**config.mk**
```make
export PLATFORM = sky130hd
export DESIGN_NAME = cacheFillPort
export DESIGN_NICKNAME = d
export VERILOG_FILES = /design/src/rtl/fillPkg.sv /design/src/rtl/fillRequester.sv /design/src/rtl/fillArbiter.sv /design/src/rtl/cacheFillPort.sv
export SDC_FILE = /design/constraint.sdc
export NUM_CORES = 1
export LEC_CHECK = 0
export BUFFER_PORTS_ARGS = -buffer_cell sky130_fd_sc_hd__buf_2
export CORE_ASPECT_RATIO = 0.8
export CORE_MARGIN = 2
export CORE_UTILIZATION = 45
export DETAILED_ROUTE_END_ITERATION = 6
export HOLD_SLACK_MARGIN = 0.06
export MAX_ROUTING_LAYER = met4
export PLACE_DENSITY = 0.68
export SLEW_MARGIN = 10
export SYNTH_ARGS = -nofsm -noshare
export SYNTH_HDL_FRONTEND = slang
export SYNTH_SLANG_ARGS = --single-unit
```
**constraint.sdc**
```tcl
create_clock -name clk -period 3.7 [get_ports clk]
set_input_delay 0.185 -clock clk [delete_from_list [all_inputs] [get_ports clk]]
set_output_delay 0.185 -clock clk [all_outputs]
set_load 0.1 [all_outputs]
```
**src/rtl/fillPkg.sv**
```systemverilog
package fillPkg;

    // external memory controller port
    localparam int EXT_ADDR_W = 30;
    localparam int SRAM_ADDR_W = 10;
    localparam int PROGRESS_W = 10;

    // words per cache line
    localparam int LINE_WORDS = 16;

    // progress value of the last word of a line
    localparam logic [PROGRESS_W-1:0] LAST_PROGRESS = PROGRESS_W'(LINE_WORDS - 1);

    // miss queue per cache
    localparam int MISS_DEPTH = 2;
    localparam int MISS_PTR_W = (MISS_DEPTH > 1) ? $clog2(MISS_DEPTH) : 1;
    localparam int MISS_CNT_W = $clog2(MISS_DEPTH + 1);

    // cache id seen by the controller
    typedef enum logic {
        CACHE_DATA  = 1'b0,
        CACHE_INSTR = 1'b1
    } cacheId_t;

endpackage

```
**src/rtl/fillRequester.sv**
```systemverilog
`timescale 1ns/1ps

module fillRequester import fillPkg::*; (
    input  logic                   clk,
    input  logic                   rst,

    input  logic                   missValid,
    input  logic                   missWrite,
    input  logic [EXT_ADDR_W-1:0]  missExtAddr,
    input  logic [SRAM_ADDR_W-1:0] missSramAddr,
    output logic                   missFull,

    output logic                   req,
    output logic                   write,
    output logic [EXT_ADDR_W-1:0]  extAddr,
    output logic [SRAM_ADDR_W-1:0] sramAddr,
    input  logic                   grant,
    input  logic                   done,

    output logic                   fillDone
);

    // miss entries
    logic [EXT_ADDR_W-1:0]  extAddrQ [MISS_DEPTH];
    logic [SRAM_ADDR_W-1:0] sramAddrQ [MISS_DEPTH];
    logic [MISS_DEPTH-1:0]  writeQ;

    logic [MISS_PTR_W-1:0]  headPtr;
    logic [MISS_PTR_W-1:0]  tailPtr;
    logic [MISS_CNT_W-1:0]  count;

    // head entry already handed to the controller
    logic                   granted;

    logic                   push;
    logic                   pop;

    function automatic logic [MISS_PTR_W-1:0] nextPtr(input logic [MISS_PTR_W-1:0] ptr);
        if (ptr == MISS_PTR_W'(MISS_DEPTH - 1)) begin
            return '0;
        end
        return ptr + 1'b1;
    endfunction

    assign missFull = (count == MISS_CNT_W'(MISS_DEPTH));

    // strobe while full is dropped
    assign push = missValid && !missFull;
    assign pop = done && granted;

    assign req = (count != '0) && !granted;
    assign write = writeQ[headPtr];
    assign extAddr = extAddrQ[headPtr];
    assign sramAddr = sramAddrQ[headPtr];

    always_ff @(posedge clk) begin
        if (push) begin
            extAddrQ[tailPtr] <= missExtAddr;
            sramAddrQ[tailPtr] <= missSramAddr;
            writeQ[tailPtr] <= missWrite;
        end
    end

    always_ff @(posedge clk) begin
        if (rst) begin
            headPtr <= '0;
            tailPtr <= '0;
            count <= '0;
            granted <= 1'b0;
            fillDone <= 1'b0;
        end
        else begin
            if (push) begin
                tailPtr <= nextPtr(tailPtr);
            end
            if (pop) begin
                headPtr <= nextPtr(headPtr);
            end

            case ({push, pop})
                2'b10: count <= count + 1'b1;
                2'b01: count <= count - 1'b1;
                default: count <= count;
            endcase

            // req drops from grant until done
            if (pop) begin
                granted <= 1'b0;
            end
            else if (grant) begin
                granted <= 1'b1;
            end

            fillDone <= pop;
        end
    end

endmodule

```
**src/rtl/fillArbiter.sv**
```systemverilog
`timescale 1ns/1ps

module fillArbiter import fillPkg::*; (
    input  logic                   clk,
    input  logic                   rst,

    // instruction side
    input  logic                   icReq,
    input  logic [EXT_ADDR_W-1:0]  icExtAddr,
    input  logic [SRAM_ADDR_W-1:0] icSramAddr,
    output logic                   icGrant,
    output logic                   icDone,

    // data side
    input  logic                   dcReq,
    input  logic                   dcWrite,
    input  logic [EXT_ADDR_W-1:0]  dcExtAddr,
    input  logic [SRAM_ADDR_W-1:0] dcSramAddr,
    output logic                   dcGrant,
    output logic                   dcDone,

    // controller port
    output logic                   mcCe,
    output logic                   mcWe,
    output cacheId_t               mcCacheId,
    output logic [SRAM_ADDR_W-1:0] mcSramAddr,
    output logic [EXT_ADDR_W-1:0]  mcExtAddr,
    input  logic                   mcBusy,
    input  logic [PROGRESS_W-1:0]  mcProgress
);

    logic     inFlight;
    cacheId_t owner;
    logic     portFree;
    logic     fillEnd;

    // no new fill while one is tracked or the controller is busy
    assign portFree = !inFlight && !mcBusy;

    // fetch wins a tie
    assign icGrant = portFree && icReq;
    assign dcGrant = portFree && dcReq && !icReq;

    assign mcCe = icGrant || dcGrant;

    // fetch side never writes
    assign mcWe = dcGrant && dcWrite;

    always_comb begin
        if (icGrant) begin
            mcSramAddr = icSramAddr;
            mcExtAddr = icExtAddr;
        end
        else begin
            mcSramAddr = dcSramAddr;
            mcExtAddr = dcExtAddr;
        end
    end

    always_comb begin
        if (inFlight) begin
            mcCacheId = owner;
        end
        else if (icGrant) begin
            mcCacheId = CACHE_INSTR;
        end
        else begin
            mcCacheId = CACHE_DATA;
        end
    end

    // last word of the line seen while busy
    assign fillEnd = inFlight && mcBusy && (mcProgress == LAST_PROGRESS);

    assign icDone = fillEnd && (owner == CACHE_INSTR);
    assign dcDone = fillEnd && (owner == CACHE_DATA);

    always_ff @(posedge clk) begin
        if (rst) begin
            inFlight <= 1'b0;
            owner <= CACHE_DATA;
        end
        else if (mcCe) begin
            inFlight <= 1'b1;
            owner <= icGrant ? CACHE_INSTR : CACHE_DATA;
        end
        else if (fillEnd) begin
            inFlight <= 1'b0;
        end
    end

endmodule

```
**src/rtl/cacheFillPort.sv**
```systemverilog
`timescale 1ns/1ps

module cacheFillPort import fillPkg::*; (
    input  logic                   clk,
    input  logic                   rst,

    // instruction cache misses
    input  logic                   icMissValid,
    input  logic [EXT_ADDR_W-1:0]  icMissExtAddr,
    input  logic [SRAM_ADDR_W-1:0] icMissSramAddr,
    output logic                   icMissFull,
    output logic                   icFillDone,

    // data cache misses
    input  logic                   dcMissValid,
    input  logic                   dcMissWrite,
    input  logic [EXT_ADDR_W-1:0]  dcMissExtAddr,
    input  logic [SRAM_ADDR_W-1:0] dcMissSramAddr,
    output logic                   dcMissFull,
    output logic                   dcFillDone,

    // memory controller
    output logic                   mcCe,
    output logic                   mcWe,
    output cacheId_t               mcCacheId,
    output logic [SRAM_ADDR_W-1:0] mcSramAddr,
    output logic [EXT_ADDR_W-1:0]  mcExtAddr,
    input  logic                   mcBusy,
    input  logic [PROGRESS_W-1:0]  mcProgress
);

    logic                   icReq;
    logic [EXT_ADDR_W-1:0]  icExtAddr;
    logic [SRAM_ADDR_W-1:0] icSramAddr;
    logic                   icGrant;
    logic                   icDone;

    logic                   dcReq;
    logic                   dcWrite;
    logic [EXT_ADDR_W-1:0]  dcExtAddr;
    logic [SRAM_ADDR_W-1:0] dcSramAddr;
    logic                   dcGrant;
    logic                   dcDone;

    // instruction fills are read only
    fillRequester icRequester (
        .clk(clk),
        .rst(rst),
        .missValid(icMissValid),
        .missWrite(1'b0),
        .missExtAddr(icMissExtAddr),
        .missSramAddr(icMissSramAddr),
        .missFull(icMissFull),
        .req(icReq),
        .write(),
        .extAddr(icExtAddr),
        .sramAddr(icSramAddr),
        .grant(icGrant),
        .done(icDone),
        .fillDone(icFillDone)
    );

    fillRequester dcRequester (
        .clk(clk),
        .rst(rst),
        .missValid(dcMissValid),
        .missWrite(dcMissWrite),
        .missExtAddr(dcMissExtAddr),
        .missSramAddr(dcMissSramAddr),
        .missFull(dcMissFull),
        .req(dcReq),
        .write(dcWrite),
        .extAddr(dcExtAddr),
        .sramAddr(dcSramAddr),
        .grant(dcGrant),
        .done(dcDone),
        .fillDone(dcFillDone)
    );

    fillArbiter fillArbiter (
        .clk(clk),
        .rst(rst),
        .icReq(icReq),
        .icExtAddr(icExtAddr),
        .icSramAddr(icSramAddr),
        .icGrant(icGrant),
        .icDone(icDone),
        .dcReq(dcReq),
        .dcWrite(dcWrite),
        .dcExtAddr(dcExtAddr),
        .dcSramAddr(dcSramAddr),
        .dcGrant(dcGrant),
        .dcDone(dcDone),
        .mcCe(mcCe),
        .mcWe(mcWe),
        .mcCacheId(mcCacheId),
        .mcSramAddr(mcSramAddr),
        .mcExtAddr(mcExtAddr),
        .mcBusy(mcBusy),
        .mcProgress(mcProgress)
    );

endmodule

```
# After elaboration in Yosys (flattened, before gate mapping)
# Memory sizes are Yosys's and may differ from the RTL's. A register that Yosys moved wholly into a read port is not among the register bits.
# Index checks and enable logic that the tools add are counted.
# classes
muxes,45
n_reduce_logical,31
n_eq_ne,7
addsub,8
n_bitwise,1
n_lt_le_gt_ge,3
# op_table
operator,count
two-way mux 1 bit,39
two-way mux 30 bit,1
logical AND 1 bit,16
equality test 10 x 4 -> 1 bit (second input constant),1
two-way mux 10 bit,1
nonzero test 2 bit,5
equality test 2 bit (second input constant),4
one-hot mux 2 bit (2 select lines),2
logical NOT 1 bit,7
adder 1 bit (second input constant),4
adder 2 x 1 -> 2 bit (second input constant),2
equality test 2 x 1 -> 1 bit (second input constant),2
< comparator 1 x 2 -> 1 bit (second input constant),2
OR reduction 2 bit,2
subtractor 2 x 1 -> 2 bit (second input constant),2
bitwise mux 2 bit,1
demux 1 bit (select 1 bit),1
greater-or-equal comparator 1 bit (second input constant),1
logical OR 1 bit,1
inverter 1 bit,1
# word_totals
in_bits,96
register_bits,16
n_memories,4
elab_cells,112
output_inout_bits,47
mem_bits_rw,160
# mem_list
memory,depth,width,read_ports,rd_ports_with_merged_regs,wr,line,text
dcRequester.extAddrQ,2,30,1,1,1,fillRequester.sv:24,logic [EXT_ADDR_W-1:0] extAddrQ [MISS_DEPTH];
icRequester.extAddrQ,2,30,1,1,1,fillRequester.sv:24,
dcRequester.sramAddrQ,2,10,1,1,1,fillRequester.sv:25,logic [SRAM_ADDR_W-1:0] sramAddrQ [MISS_DEPTH];
icRequester.sramAddrQ,2,10,1,1,1,fillRequester.sv:25,

# Depth between registers and ports, before layout
# Gate-level depths: netlist of run 1.
# logic_depth
word_depth,9
ltp_mapped,6
depth_no_buf,6

# By module
# A second synthesis of run 1 with hierarchy kept.
# hier_totals
cells_unflattened,386
area_unflattened_um2,7109.3
# by_module_without_submodules
module,seq_area_each_um2,instances,area_each_um2,cells_each
fillRequester,2602.5,2,3224.3,160
fillArbiter,40.0,1,656.9,65
cacheFillPort,0.0,1,3.8,1

# Least setup slack after synthesis of run 1
# Ideal clock, no wire load.
# synth_timing
path_type,register -> output
start,reg icRequester.granted
end,out mcExtAddr[10]
required_ps,3515
path_buffers,2
stages_incl_launch_ff,6
t_arrival_ps,2747
path_slack_ps,768
cell_sequence,dfxtp_1 -> o21bai_1 -> or3_2 -> buf_2 -> buf_2 -> mux2i_1
# synth_via
elab_chain_len,4
# synth_lines
item,line,text
"start, declared",fillRequester.sv:33,logic granted;
"start signal, assigned",fillRequester.sv:69,granted <= 1'b0;
"start signal, assigned",fillRequester.sv:88,granted <= 1'b0;
"start signal, assigned",fillRequester.sv:91,granted <= 1'b1;
logical NOT 1 bit,fillRequester.sv:51,assign req = (count != '0) && !granted;
logical AND 1 bit,fillRequester.sv:51,
logical AND 1 bit,fillArbiter.sv:41,assign icGrant = portFree && icReq;
two-way mux 30 bit,fillArbiter.sv:50,if (icGrant) begin
"end, declared",cacheFillPort.sv:27,"output logic [EXT_ADDR_W-1:0] mcExtAddr,"
# Every way passes these cells.

# Worst setup path after layout of run 1
# layout_timing
start,reg icRequester.count[0]
end,out mcExtAddr[19]
# layout_via
elab_chain_len,4
# layout_lines
item,line,text
"start, declared",fillRequester.sv:30,logic [MISS_CNT_W-1:0] count;
"start signal, assigned",fillRequester.sv:81,2'b10: count <= count + 1'b1;
"start signal, assigned",fillRequester.sv:82,2'b01: count <= count - 1'b1;
"start signal, assigned",fillRequester.sv:83,default: count <= count;
nonzero test 2 bit,fillRequester.sv:51,
logical AND 1 bit,fillRequester.sv:51,
logical AND 1 bit,fillArbiter.sv:41,
two-way mux 30 bit,fillArbiter.sv:50,
# Every way passes these cells.

==> reports/qor.txt, run 1 <==
CP endpoint kind - output port
RePlAce Congestion - 0.742
Number of global-route vias before repair - 4291
Top-area cell type share of the netlist area - 0.699
Pleak - 3.56 nW
Die height - 115 um
Switching pwr - 1.44 mW
Seq/Total Area, Yosys - 0.745
Share of layout cells above drive strength 1 - 0.301
Clk sinks - 178
Chip width - 143 um
CTS tree - built
Clock root cell - clkbuf_16
Final setup fails - 0
DR vias/cell - 4.86
Core Region - 15100 um2
Max Slew Vio Count - 0
PD cells - 532 nW/um2
Post-synth top cells - edfxtp_1, mux2i_1, dfxtp_1
Clk pwr share - 0.328
First-pass GRT wire length - 21.7 mm
Cells after synthesis - 384
Htree depth - 4
Final std cells w/o fill - 835
Drc violations - 0
Syn nets - 482
Number of synthesized flops with an enable pin - 162
DRT Pass-1 Iters - 4
CP Launch Point - icRequester.count[0]
Pint - 3.47 mW
Leading area contributor after synthesis - edfxtp_1
Maximum buffer depth of the clock tree - 2
Relative slew margins - 0.282
Gate power share - 0.187
Post-CTS sizing - 0
Final Power - 4.91 mW
HP Class - in -> reg
Number of synthesis warnings - 0
RSZ-0062 raised after global routing - no
Required @ worst endpoint - 3.51 ns
Fmax - 335 MHz
HP Start - rst
Synthesized flop and latch total - 178
Crit path max fanout - 24
Dpl cells - 723
Post-layout util - 0.613
Starting Density - 0.462
Final min period - 2.99 ns
Asr flop ratio synth - 0
Post-DP HPWL - 8.50 mm
Status - completed
CTS Buf Count - 17
Clock Pin Slew Worst Setup and Hold Paths - 0.06 ns
Pin count of the biggest net entering global routing - 42
Die area - 16500 um2
# nets final - 711
Clock Skews - 0.00992 ns
Setup CP Type - reg -> out
Part of the cycle the worst path needs - 0.808
Top Ports - 143
Max Cap Violations - 0
Critical path launch point type - register
Via count - 4056
Worst R2R Start - fillArbiter.inFlight
Clock Latency Late Sink - 0.42 ns
Most common cell in the netlist - edfxtp_1
Setup tns final - 0 ns
Avg Cell Area, Syn - 18.1 um2
Synth cell types - 32
DRT iter0 DRCs - 164
PortBufs - 142
Post-DRT Antenna Nets - 0
Final wirelength - 14.2 mm
Max VDD drop - 0.360 mV
CP Data Arrival Time - 2.80 ns
Synthesized cell area - 6960 um2
Worst hold slack - 0.123 ns
DR WL/cell - 17.1 um
Top post-synthesis cells by area - edfxtp_1, mux2i_1, dfxtp_1
Rows - 40
Layout Area Growth over Synthesis - 32.5%
Initial antenna violation count - 0
Share of power burned in registers - 0.485
Sw Ratio - 0.293
Top FF cell, synth - edfxtp_1
Global route overflow - 0
Final hold vios - 0
ANT cells - 0
Tot GR Track Use - 0.184
Worst-margin pin slew - 1.08 ns
[layout make-up]
class	count	area [um2]
inverter	8	30.0
multi-input combinational	182	1680
clock buffer	19	433
sequential	178	5190
tap	210	263
fill	1138	5840
clock inverter	12	93.8
timing repair buffer	226	1540
[placed cells by master, fill, tap and decap left out, drive strengths merged]
| cell type | Yosys | layout |
|---|---|---|
| or2 | 1 | 1 |
| mux2 | 4 | 4 |
| a31oi | 2 | 2 |
| nor4 | 4 | 4 |
| and3 | 2 | 2 |
| dfxtp | 16 | 16 |
| and4b | 1 | 1 |
| clkbuf | 11 | 19 |
| nor2b | 5 | 5 |
| ha | 2 | 2 |
| nand3b | 1 | 1 |
| buf | 5 | 145 |
| or4b | 2 | 2 |
| clkinv | 0 | 10 |
| inv | 8 | 8 |
| edfxtp | 162 | 162 |
| clkinvlp | 0 | 1 |
| nand2b | 3 | 3 |
| xor2 | 2 | 2 |
| mux2i | 121 | 121 |
| nand2 | 6 | 6 |
| a21oi | 4 | 4 |
| nor3 | 1 | 1 |
| bufinv | 0 | 1 |
| or3 | 5 | 5 |
| o31ai | 1 | 1 |
| nor2 | 5 | 5 |
| o21ai | 4 | 4 |
| xnor2 | 2 | 2 |
| a211oi | 2 | 2 |
| dlygate4sd3 | 0 | 81 |
| nand4 | 1 | 1 |
| o21bai | 1 | 1 |
[routing by layer]
metal	GRT usage	wire length, um
met1	0.224	6440
met2	0.307	6930
met3	0.0446	777
met4	0.0541	97
met5	-	0
[critical path, stage by stage, from the launching register on]
cell,delay (ns)
dfxtp_1,0.35
o21bai_1,0.20
or3_2,0.60
buf_4,0.50
mux2i_1,0.25
buf_2,0.45
[power by group through the flow]
stage / Sequential (mW) / Combinational (mW) / Clock [mW]
4_1_cts: 2.38 / 0.922 / 1.64
5_1_grt: 2.39 / 0.963 / 1.73
2_1_floorplan: 2.41 / 0.673 / 0
3_5_place_dp: 2.42 / 0.853 / 0
6_report: 2.38 / 0.918 / 1.61
3_3_place_gp: 2.42 / 0.840 / 0
[logic make-up after synthesis]
family	Yosys count	synth area share
xor gates and xnor gates	4	0.00503
AOI/OAI and AO/OA	14	0.0119
DFF	178	0.745
buffers and inverters	24	0.0149
and+or+nand+nor	37	0.0395
muxes	125	0.180
adders and majority gates	2	0.00359
[state kept, by name, indices dropped and copies added, names as in the netlist, named ones only]
| name | cells |
|---|---|
| dcRequester.extAddrQ | 60 |
| icRequester.extAddrQ | 60 |
| dcRequester.sramAddrQ | 20 |
| icRequester.sramAddrQ | 20 |
| dcRequester.count | 2 |
| dcRequester.writeQ | 2 |
| icRequester.count | 2 |
| dcRequester.fillDone | 1 |
| dcRequester.granted | 1 |
| dcRequester.headPtr | 1 |
| dcRequester.tailPtr | 1 |
| fillArbiter.inFlight | 1 |
| fillArbiter.owner | 1 |
| icRequester.fillDone | 1 |
| icRequester.granted | 1 |
| icRequester.headPtr | 1 |
| icRequester.tailPtr | 1 |
[per-stage QoR]
step | worst slack, ns | instance area [um2]
final | 0.711 | 9230
after detailed placement | 1.11 | 7890
after global placement | 1.20 | 7890
after global routing | 0.491 | 9230
after CTS | 0.658 | 9230
after floorplan | 0.768 | 6960
[path summary, 6_finish.rpt]
| path | to | cells past startpoint | slack, ns |
|---|---|---|---|
| max | mcExtAddr[19] | 5 | 0.71 |
| min | dcRequester.count[0] | 2 | 0.12 |
| max reg2reg | icRequester.count[1] | 5 | 1.44 |
| min reg2reg | dcRequester.tailPtr | 2 | 0.49 |
[timing repair]
action	in CTS	in global routing
hold buffers	81	0
buffers inserted	0	0
endpoints found under the hold margin	162	0
Power figures use the tool's default switching activity.
==> inputs of run 2 (changes only) <==
==> constraint.sdc (replaced) <==
create_clock -name clk -period 2.75 [get_ports clk]
set_input_delay 0.1375 -clock clk [delete_from_list [all_inputs] [get_ports clk]]
set_output_delay 0.1375 -clock clk [all_outputs]
set_load 0.1 [all_outputs]
==> run 2 against run 1 <==
Effect of this change:
- hold slack got worse by 0.015 ns
- core utilization up 1.7 points
- non-clock buffer count increased by 6
- flip-flop and latch count unchanged
- sequential power up 34%
- critical path depth is 1 lower
- worst setup slack lost 0.60 ns
- count of clock-buffer cells in the layout increased by 3
- cell area is 2.7% higher
- final cell count grew 1.1%
- combinational power increased by 43%
- sequential share of layout area decreased by 1.5 points
- critical endpoint is now mcExtAddr[12]
==> reports/qor.txt, run 2 (same netlist as run 1, synthesis figures left out) <==
RePlAce Congestion - 0.752
DR vias/cell - 4.89
Gate power share - 0.193
CTS tree - built
Crit-path max cell delay - 0.76 ns
Slowest-stage cell, CP - or3_2
Clk pwr share - 0.337
Critical path launch point type - register
Die height - 115 um
# nets final - 719
Rows - 40
CP Cell Sequence - o21bai_1, or3_2, mux2i_2, buf_2
Number of global-route vias before repair - 4341
Max Cap Violations - 0
Part of the cycle the worst path needs - 0.959
Fmax - 379 MHz
Setup tns final - 0 ns
DRT Pass-1 Iters - 5
Clock Skews - 0.00942 ns
Most common cell after layout, fill and taps aside - edfxtp_1
Max VDD drop - 0.713 mV
Pin count of the biggest net entering global routing - 26
PortBufs - 142
Sw Ratio - 0.291
Via count - 4131
Crit path max fanout - 11
PD cells - 717 nW/um2
First-pass GRT wire length - 22.3 mm
Clk sinks - 178
Status - completed
Die area - 16500 um2
Met2 WL - 7.34 mm
Top Ports - 143
Top routing layer used - met4
DRT iter0 DRCs - 181
Htree depth - 4
Share of layout cells above drive strength 1 - 0.341
Clock root cell - clkbuf_16
Core Region - 15100 um2
Final hold vios - 0
Layout Area Growth over Synthesis - 36.2%
Final setup fails - 0
Post-layout util - 0.629
Final min period - 2.64 ns
ANT cells - 0
Worst-margin pin slew - 0.608 ns
Final Power - 6.80 mW
RSZ-0062 raised after global routing - no
Drc violations - 0
Setup WS pre-CTS - 0.421 ns
Final wirelength - 15.0 mm
Chip width - 143 um
FILL cells - 1124
CP Data Arrival Time - 2.50 ns
Switching pwr - 1.98 mW
Top Registers - dcRequester.extAddrQ x60, icRequester.extAddrQ x60
HP Class - in -> reg
Tot GR Track Use - 0.191
Commonest cells after routing, fill and taps aside - edfxtp_1, buf_2, mux2i_1, dlygate4sd3_1, mux2i_2
CP endpoint kind - output port
Met1 WL - 6.52 mm
CTS Buf Count - 17
Setup CP Type - reg -> out
Global route overflow - 0
Clock Latency Late Sink - 0.43 ns
DR WL/cell - 17.7 um
Clock Pin Slew Worst Setup and Hold Paths - 0.06 ns
Final worst slack - 0.114 ns
Max Slew Vio Count - 0
Pleak - 3.53 nW
Post-DP HPWL - 8.98 mm
Share of power burned in registers - 0.471
Initial antenna violation count - 0
Maximum buffer depth of the clock tree - 2
Pint - 4.82 mW
Post-DRT Antenna Nets - 0
FF-to-FF setup slack - 0.33 ns
Starting Density - 0.462
Relative slew margins - 0.595
DR WL met3 - 886 um
Required @ worst endpoint - 2.61 ns
[run 2: per-layer routing]
layer	track usage	up-vias
met5	-	-
li1	-	1977
met1	0.227	1992
met2	0.321	142
met3	0.0487	20
met4	0.0647	0
[run 2: critical path, delay by kind of cell (launching register included)]
kind                   cells  cell delay (ns)
AND/OR/NAND/NOR            1             0.76
buffers and inverters      1             0.45
flip-flops                 1             0.40
multiplexers               1             0.27
AO/OA/AOI/OAI              1             0.18
[run 2: worst paths after layout]
path	from	endpoint	cells past startpoint
setup reg to reg	fillArbiter.inFlight	icRequester.count[1]	5
setup / recovery	icRequester.count[0]	mcExtAddr[12]	4
hold reg to reg	icRequester.granted	icRequester.granted	2
hold / removal	dcMissValid	dcRequester.tailPtr	4
[run 2: metrics by stage]
| stage | hold WS [ns] | area [um2] | instances |
|---|---|---|---|
| after floorplan | 0.209 | 7040 | 384 |
| after global placement | 0.326 | 8090 | 728 |
| after detailed placement | 0.329 | 8090 | 728 |
| after CTS | 0.0956 | 9470 | 843 |
| after global routing | 0.106 | 9480 | 844 |
| final | 0.108 | 9480 | 844 |
[run 2: power groups by stage]
stage,clock network [mW],registers [mW],logic (mW)
6_report,2.29,3.20,1.31
5_1_grt,2.45,3.22,1.37
4_1_cts,2.33,3.20,1.31
3_5_place_dp,0,3.26,1.21
3_3_place_gp,0,3.25,1.19
2_1_floorplan,0,3.25,0.942
[run 2: layout make-up]
| class | count | area (um2) | share of cell area |
|---|---|---|---|
| clock buffers | 22 | 444 | 0.0469 |
| repair buffers | 232 | 1670 | 0.176 |
| multi-input cells | 184 | 1780 | 0.188 |
| inverters | 8 | 30.0 | 0.00317 |
| flip-flops and latches | 178 | 5190 | 0.547 |
| well taps | 210 | 263 | 0.0277 |
| clock inverters | 10 | 111 | 0.0117 |
[run 2: timing repair]
item                       4_1_cts  5_1_grt
gates resized for setup          1        0
pin swaps                        1        1
cloned                           1        1
setup buffers                    0        0
hold buffers                    82        0
hold endpoints to repair       166        0
setup endpoints to repair        4        1
==> inputs of run 3 (changes only) <==
--- a/config.mk
+++ b/config.mk
@@ -5,6 +5,7 @@
 export SDC_FILE = /design/constraint.sdc
 export NUM_CORES = 1
 export LEC_CHECK = 0
+export ABC_AREA = 1
 export BUFFER_PORTS_ARGS = -buffer_cell sky130_fd_sc_hd__buf_2
 export CORE_ASPECT_RATIO = 0.8
 export CORE_MARGIN = 2
@@ -12,7 +13,7 @@
 export DETAILED_ROUTE_END_ITERATION = 6
 export HOLD_SLACK_MARGIN = 0.06
 export MAX_ROUTING_LAYER = met4
-export PLACE_DENSITY = 0.68
+export PLACE_DENSITY = 0.67
 export SLEW_MARGIN = 10
 export SYNTH_ARGS = -nofsm -noshare
 export SYNTH_HDL_FRONTEND = slang
==> run 3 against run 2 <==
Effect of this change:
- power up 2.6%
- combinational power up 8%
- core utilization down 1.5 points
- clock skew up 0.0039 ns
- critical path type unchanged
==> reports/qor.txt, run 3 <==
Clk sinks - 178
Required @ worst endpoint - 2.61 ns
Tot GR Track Use - 0.194
Global route overflow - 0
Rows - 41
Worst setup endpoint - mcExtAddr[16]
HP Class - in -> reg
PD cells - 712 nW/um2
Final min period - 2.60 ns
Status - completed
Number of synthesis warnings - 0
Maximum buffer depth of the clock tree - 2
Most common cell after layout, fill and taps aside - edfxtp_1
Synth cell types - 28
Avg Cell Area, Syn - 14.8 um2
Critical path launch point type - register
Core Region - 16000 um2
Top-area cell type share of the netlist area - 0.657
Clock Latency Late Sink - 0.44 ns
Pin count of the biggest net entering global routing - 81
Worst R2R Start - dcRequester.count[1]
Leading area contributor after synthesis - edfxtp_1
Asr flop ratio synth - 0
DR vias/cell - 4.83
Number of synthesized flops with an enable pin - 162
DRT iter0 DRCs - 297
Final wirelength - 15.7 mm
Post-CTS setup buffers - 0
Most common cell in the netlist - edfxtp_1
Starting Density - 0.464
Chip width - 147 um
HP Start - mcProgress[7]
Top Ports - 143
Max VDD drop - 0.673 mV
Drc violations - 0
Layer with the highest usage - met2
Post-DP HPWL - 9.74 mm
RR Endpoint - dcRequester.count[1]
Clock Skews - 0.0134 ns
Top post-synthesis cells by area - edfxtp_1, o211ai_2, mux2i_1
Share of power burned in registers - 0.460
Gate power share - 0.203
Sw Ratio - 0.299
Part of the cycle the worst path needs - 0.944
CP endpoint kind - output port
Cells after synthesis - 501
Max Cap Violations - 0
Setup CP Type - reg -> out
Setup tns final - 0 ns
Post-CTS sizing - 0
Final hold vios - 0
PortBufs - 142
# nets final - 832
RePlAce Congestion - 0.803
Fmax - 385 MHz
CTS tree - built
Final worst slack - 0.154 ns
Setup WS pre-CTS - 0.594 ns
Clk pwr share - 0.338
Max Slew Vio Count - 0
Top Registers - dcRequester.extAddrQ x60, icRequester.extAddrQ x60
Initial antenna violation count - 1
Clock root cell - clkbuf_16
Pleak - 3.76 nW
Via count - 4647
Clock Pin Slew Worst Setup and Hold Paths - 0.06 ns
Post-DRT Antenna Nets - 0
Worst R2R Path Depth - 7
Number of global-route vias before repair - 4951
DRT Pass-1 Iters - 4
GR Util met2 - 0.329
Pint - 4.89 mW
Switching pwr - 2.09 mW
DR WL/cell - 16.3 um
Relative slew margins - 0.471
Commonest cells after routing, fill and taps aside - edfxtp_1, buf_2, dlygate4sd3_1, nand2_1, inv_1
M1 GR Usage - 0.225
CP Data Arrival Time - 2.46 ns
CTS Buf Count - 17
Layout Area Growth over Synthesis - 32.2%
Seq/Total Area, Yosys - 0.700
Share of layout cells above drive strength 1 - 0.365
Synthesized cell area - 7410 um2
GR Layer Usage met3 - 0.0402
Worst-margin pin slew - 0.788 ns
Syn nets - 599
Top FF cell, synth - edfxtp_1
Synthesized flop and latch total - 178
Die height - 119 um
FF-to-FF setup slack - 0.76 ns
First-pass GRT wire length - 24.9 mm
Final setup fails - 0
Crit path max fanout - 80
Post-synth top cells - edfxtp_1, nand2_1, inv_1
CP Launch Point - icRequester.count[0]
Htree depth - 4
RSZ-0062 raised after global routing - no
Die area - 17500 um2
run 3: worst min path at each step:
| stage | end | slack (ns) | cells past startpoint |
|---|---|---|---|
| finish | dcRequester.fillDone | 0.09 | 4 |
| global route | icRequester.fillDone | 0.11 | 4 |
| CTS | dcRequester.fillDone | 0.06 | 4 |
| detailed placement | icRequester.extAddrQ[0][9] | 0.33 | 1 |
| global placement | icRequester.extAddrQ[0][14] | 0.32 | 1 |
| floorplan | fillArbiter.owner | 0.20 | 1 |
run 3: layout make-up:
cell class / instances / area (um2)
inverters: 60 / 228
clock buffers: 29 / 573
well taps: 215 / 269
diodes: 1 / 2.50
multi-input cells: 240 / 1850
fillers: 1219 / 6160
clock inverters: 3 / 15.0
flip-flops and latches: 178 / 5190
repair buffers: 237 / 1670
run 3: repair_timing:
item                                    4_1_cts  5_1_grt
hold buffers                                 84        0
endpoints found under the hold margin       167        0
endpoints found under the setup margin        0        0
run 3: power by group through the flow:
stage / clock (mW) / combinational, mW / sequential (mW)
final: 2.35 / 1.42 / 3.21
after global routing: 2.50 / 1.49 / 3.22
after CTS: 2.39 / 1.42 / 3.21
after detailed placement: 0 / 1.33 / 3.26
after global placement: 0 / 1.31 / 3.25
after floorplan: 0 / 1.07 / 3.26
run 3: kinds of logic after synthesis:
family / share of synthesized area
fa+ha+maj: 0.00338
buf+inv: 0.0549
compound gates: 0.133
mux: 0.0540
simple gates: 0.0539
flops: 0.700
xor+xnor: 0.00118
run 3: critical path, stage by stage, from the launching register on:
cell	delay, ns
dfxtp_1	0.49
o21bai_4	0.11
inv_4	0.09
nand2_8	0.40
buf_4	0.34
o21ai_2	0.12
buf_2	0.44
run 3: through the flow:
| stage | util | hold WS, ns | total power, mW | instances | instance area, um2 |
|---|---|---|---|---|---|
| floorplan | - | 0.200 | 4.32 | 501 | 7410 |
| global placement | 0.524 | 0.325 | 4.56 | 846 | 8360 |
| detailed placement | 0.524 | 0.329 | 4.59 | 846 | 8360 |
| CTS | 0.614 | 0.0610 | 7.02 | 962 | 9790 |
| global route | 0.614 | 0.111 | 7.21 | 963 | 9800 |
| finish | 0.614 | 0.0885 | 6.98 | 963 | 9800 |
run 3: layer usage:
metal  vias up  routed length [um]
met5         -                   0
met4         0                 150
met3        14                 869
met2       143                8090
met1      2202                6560
li1       2288                   -
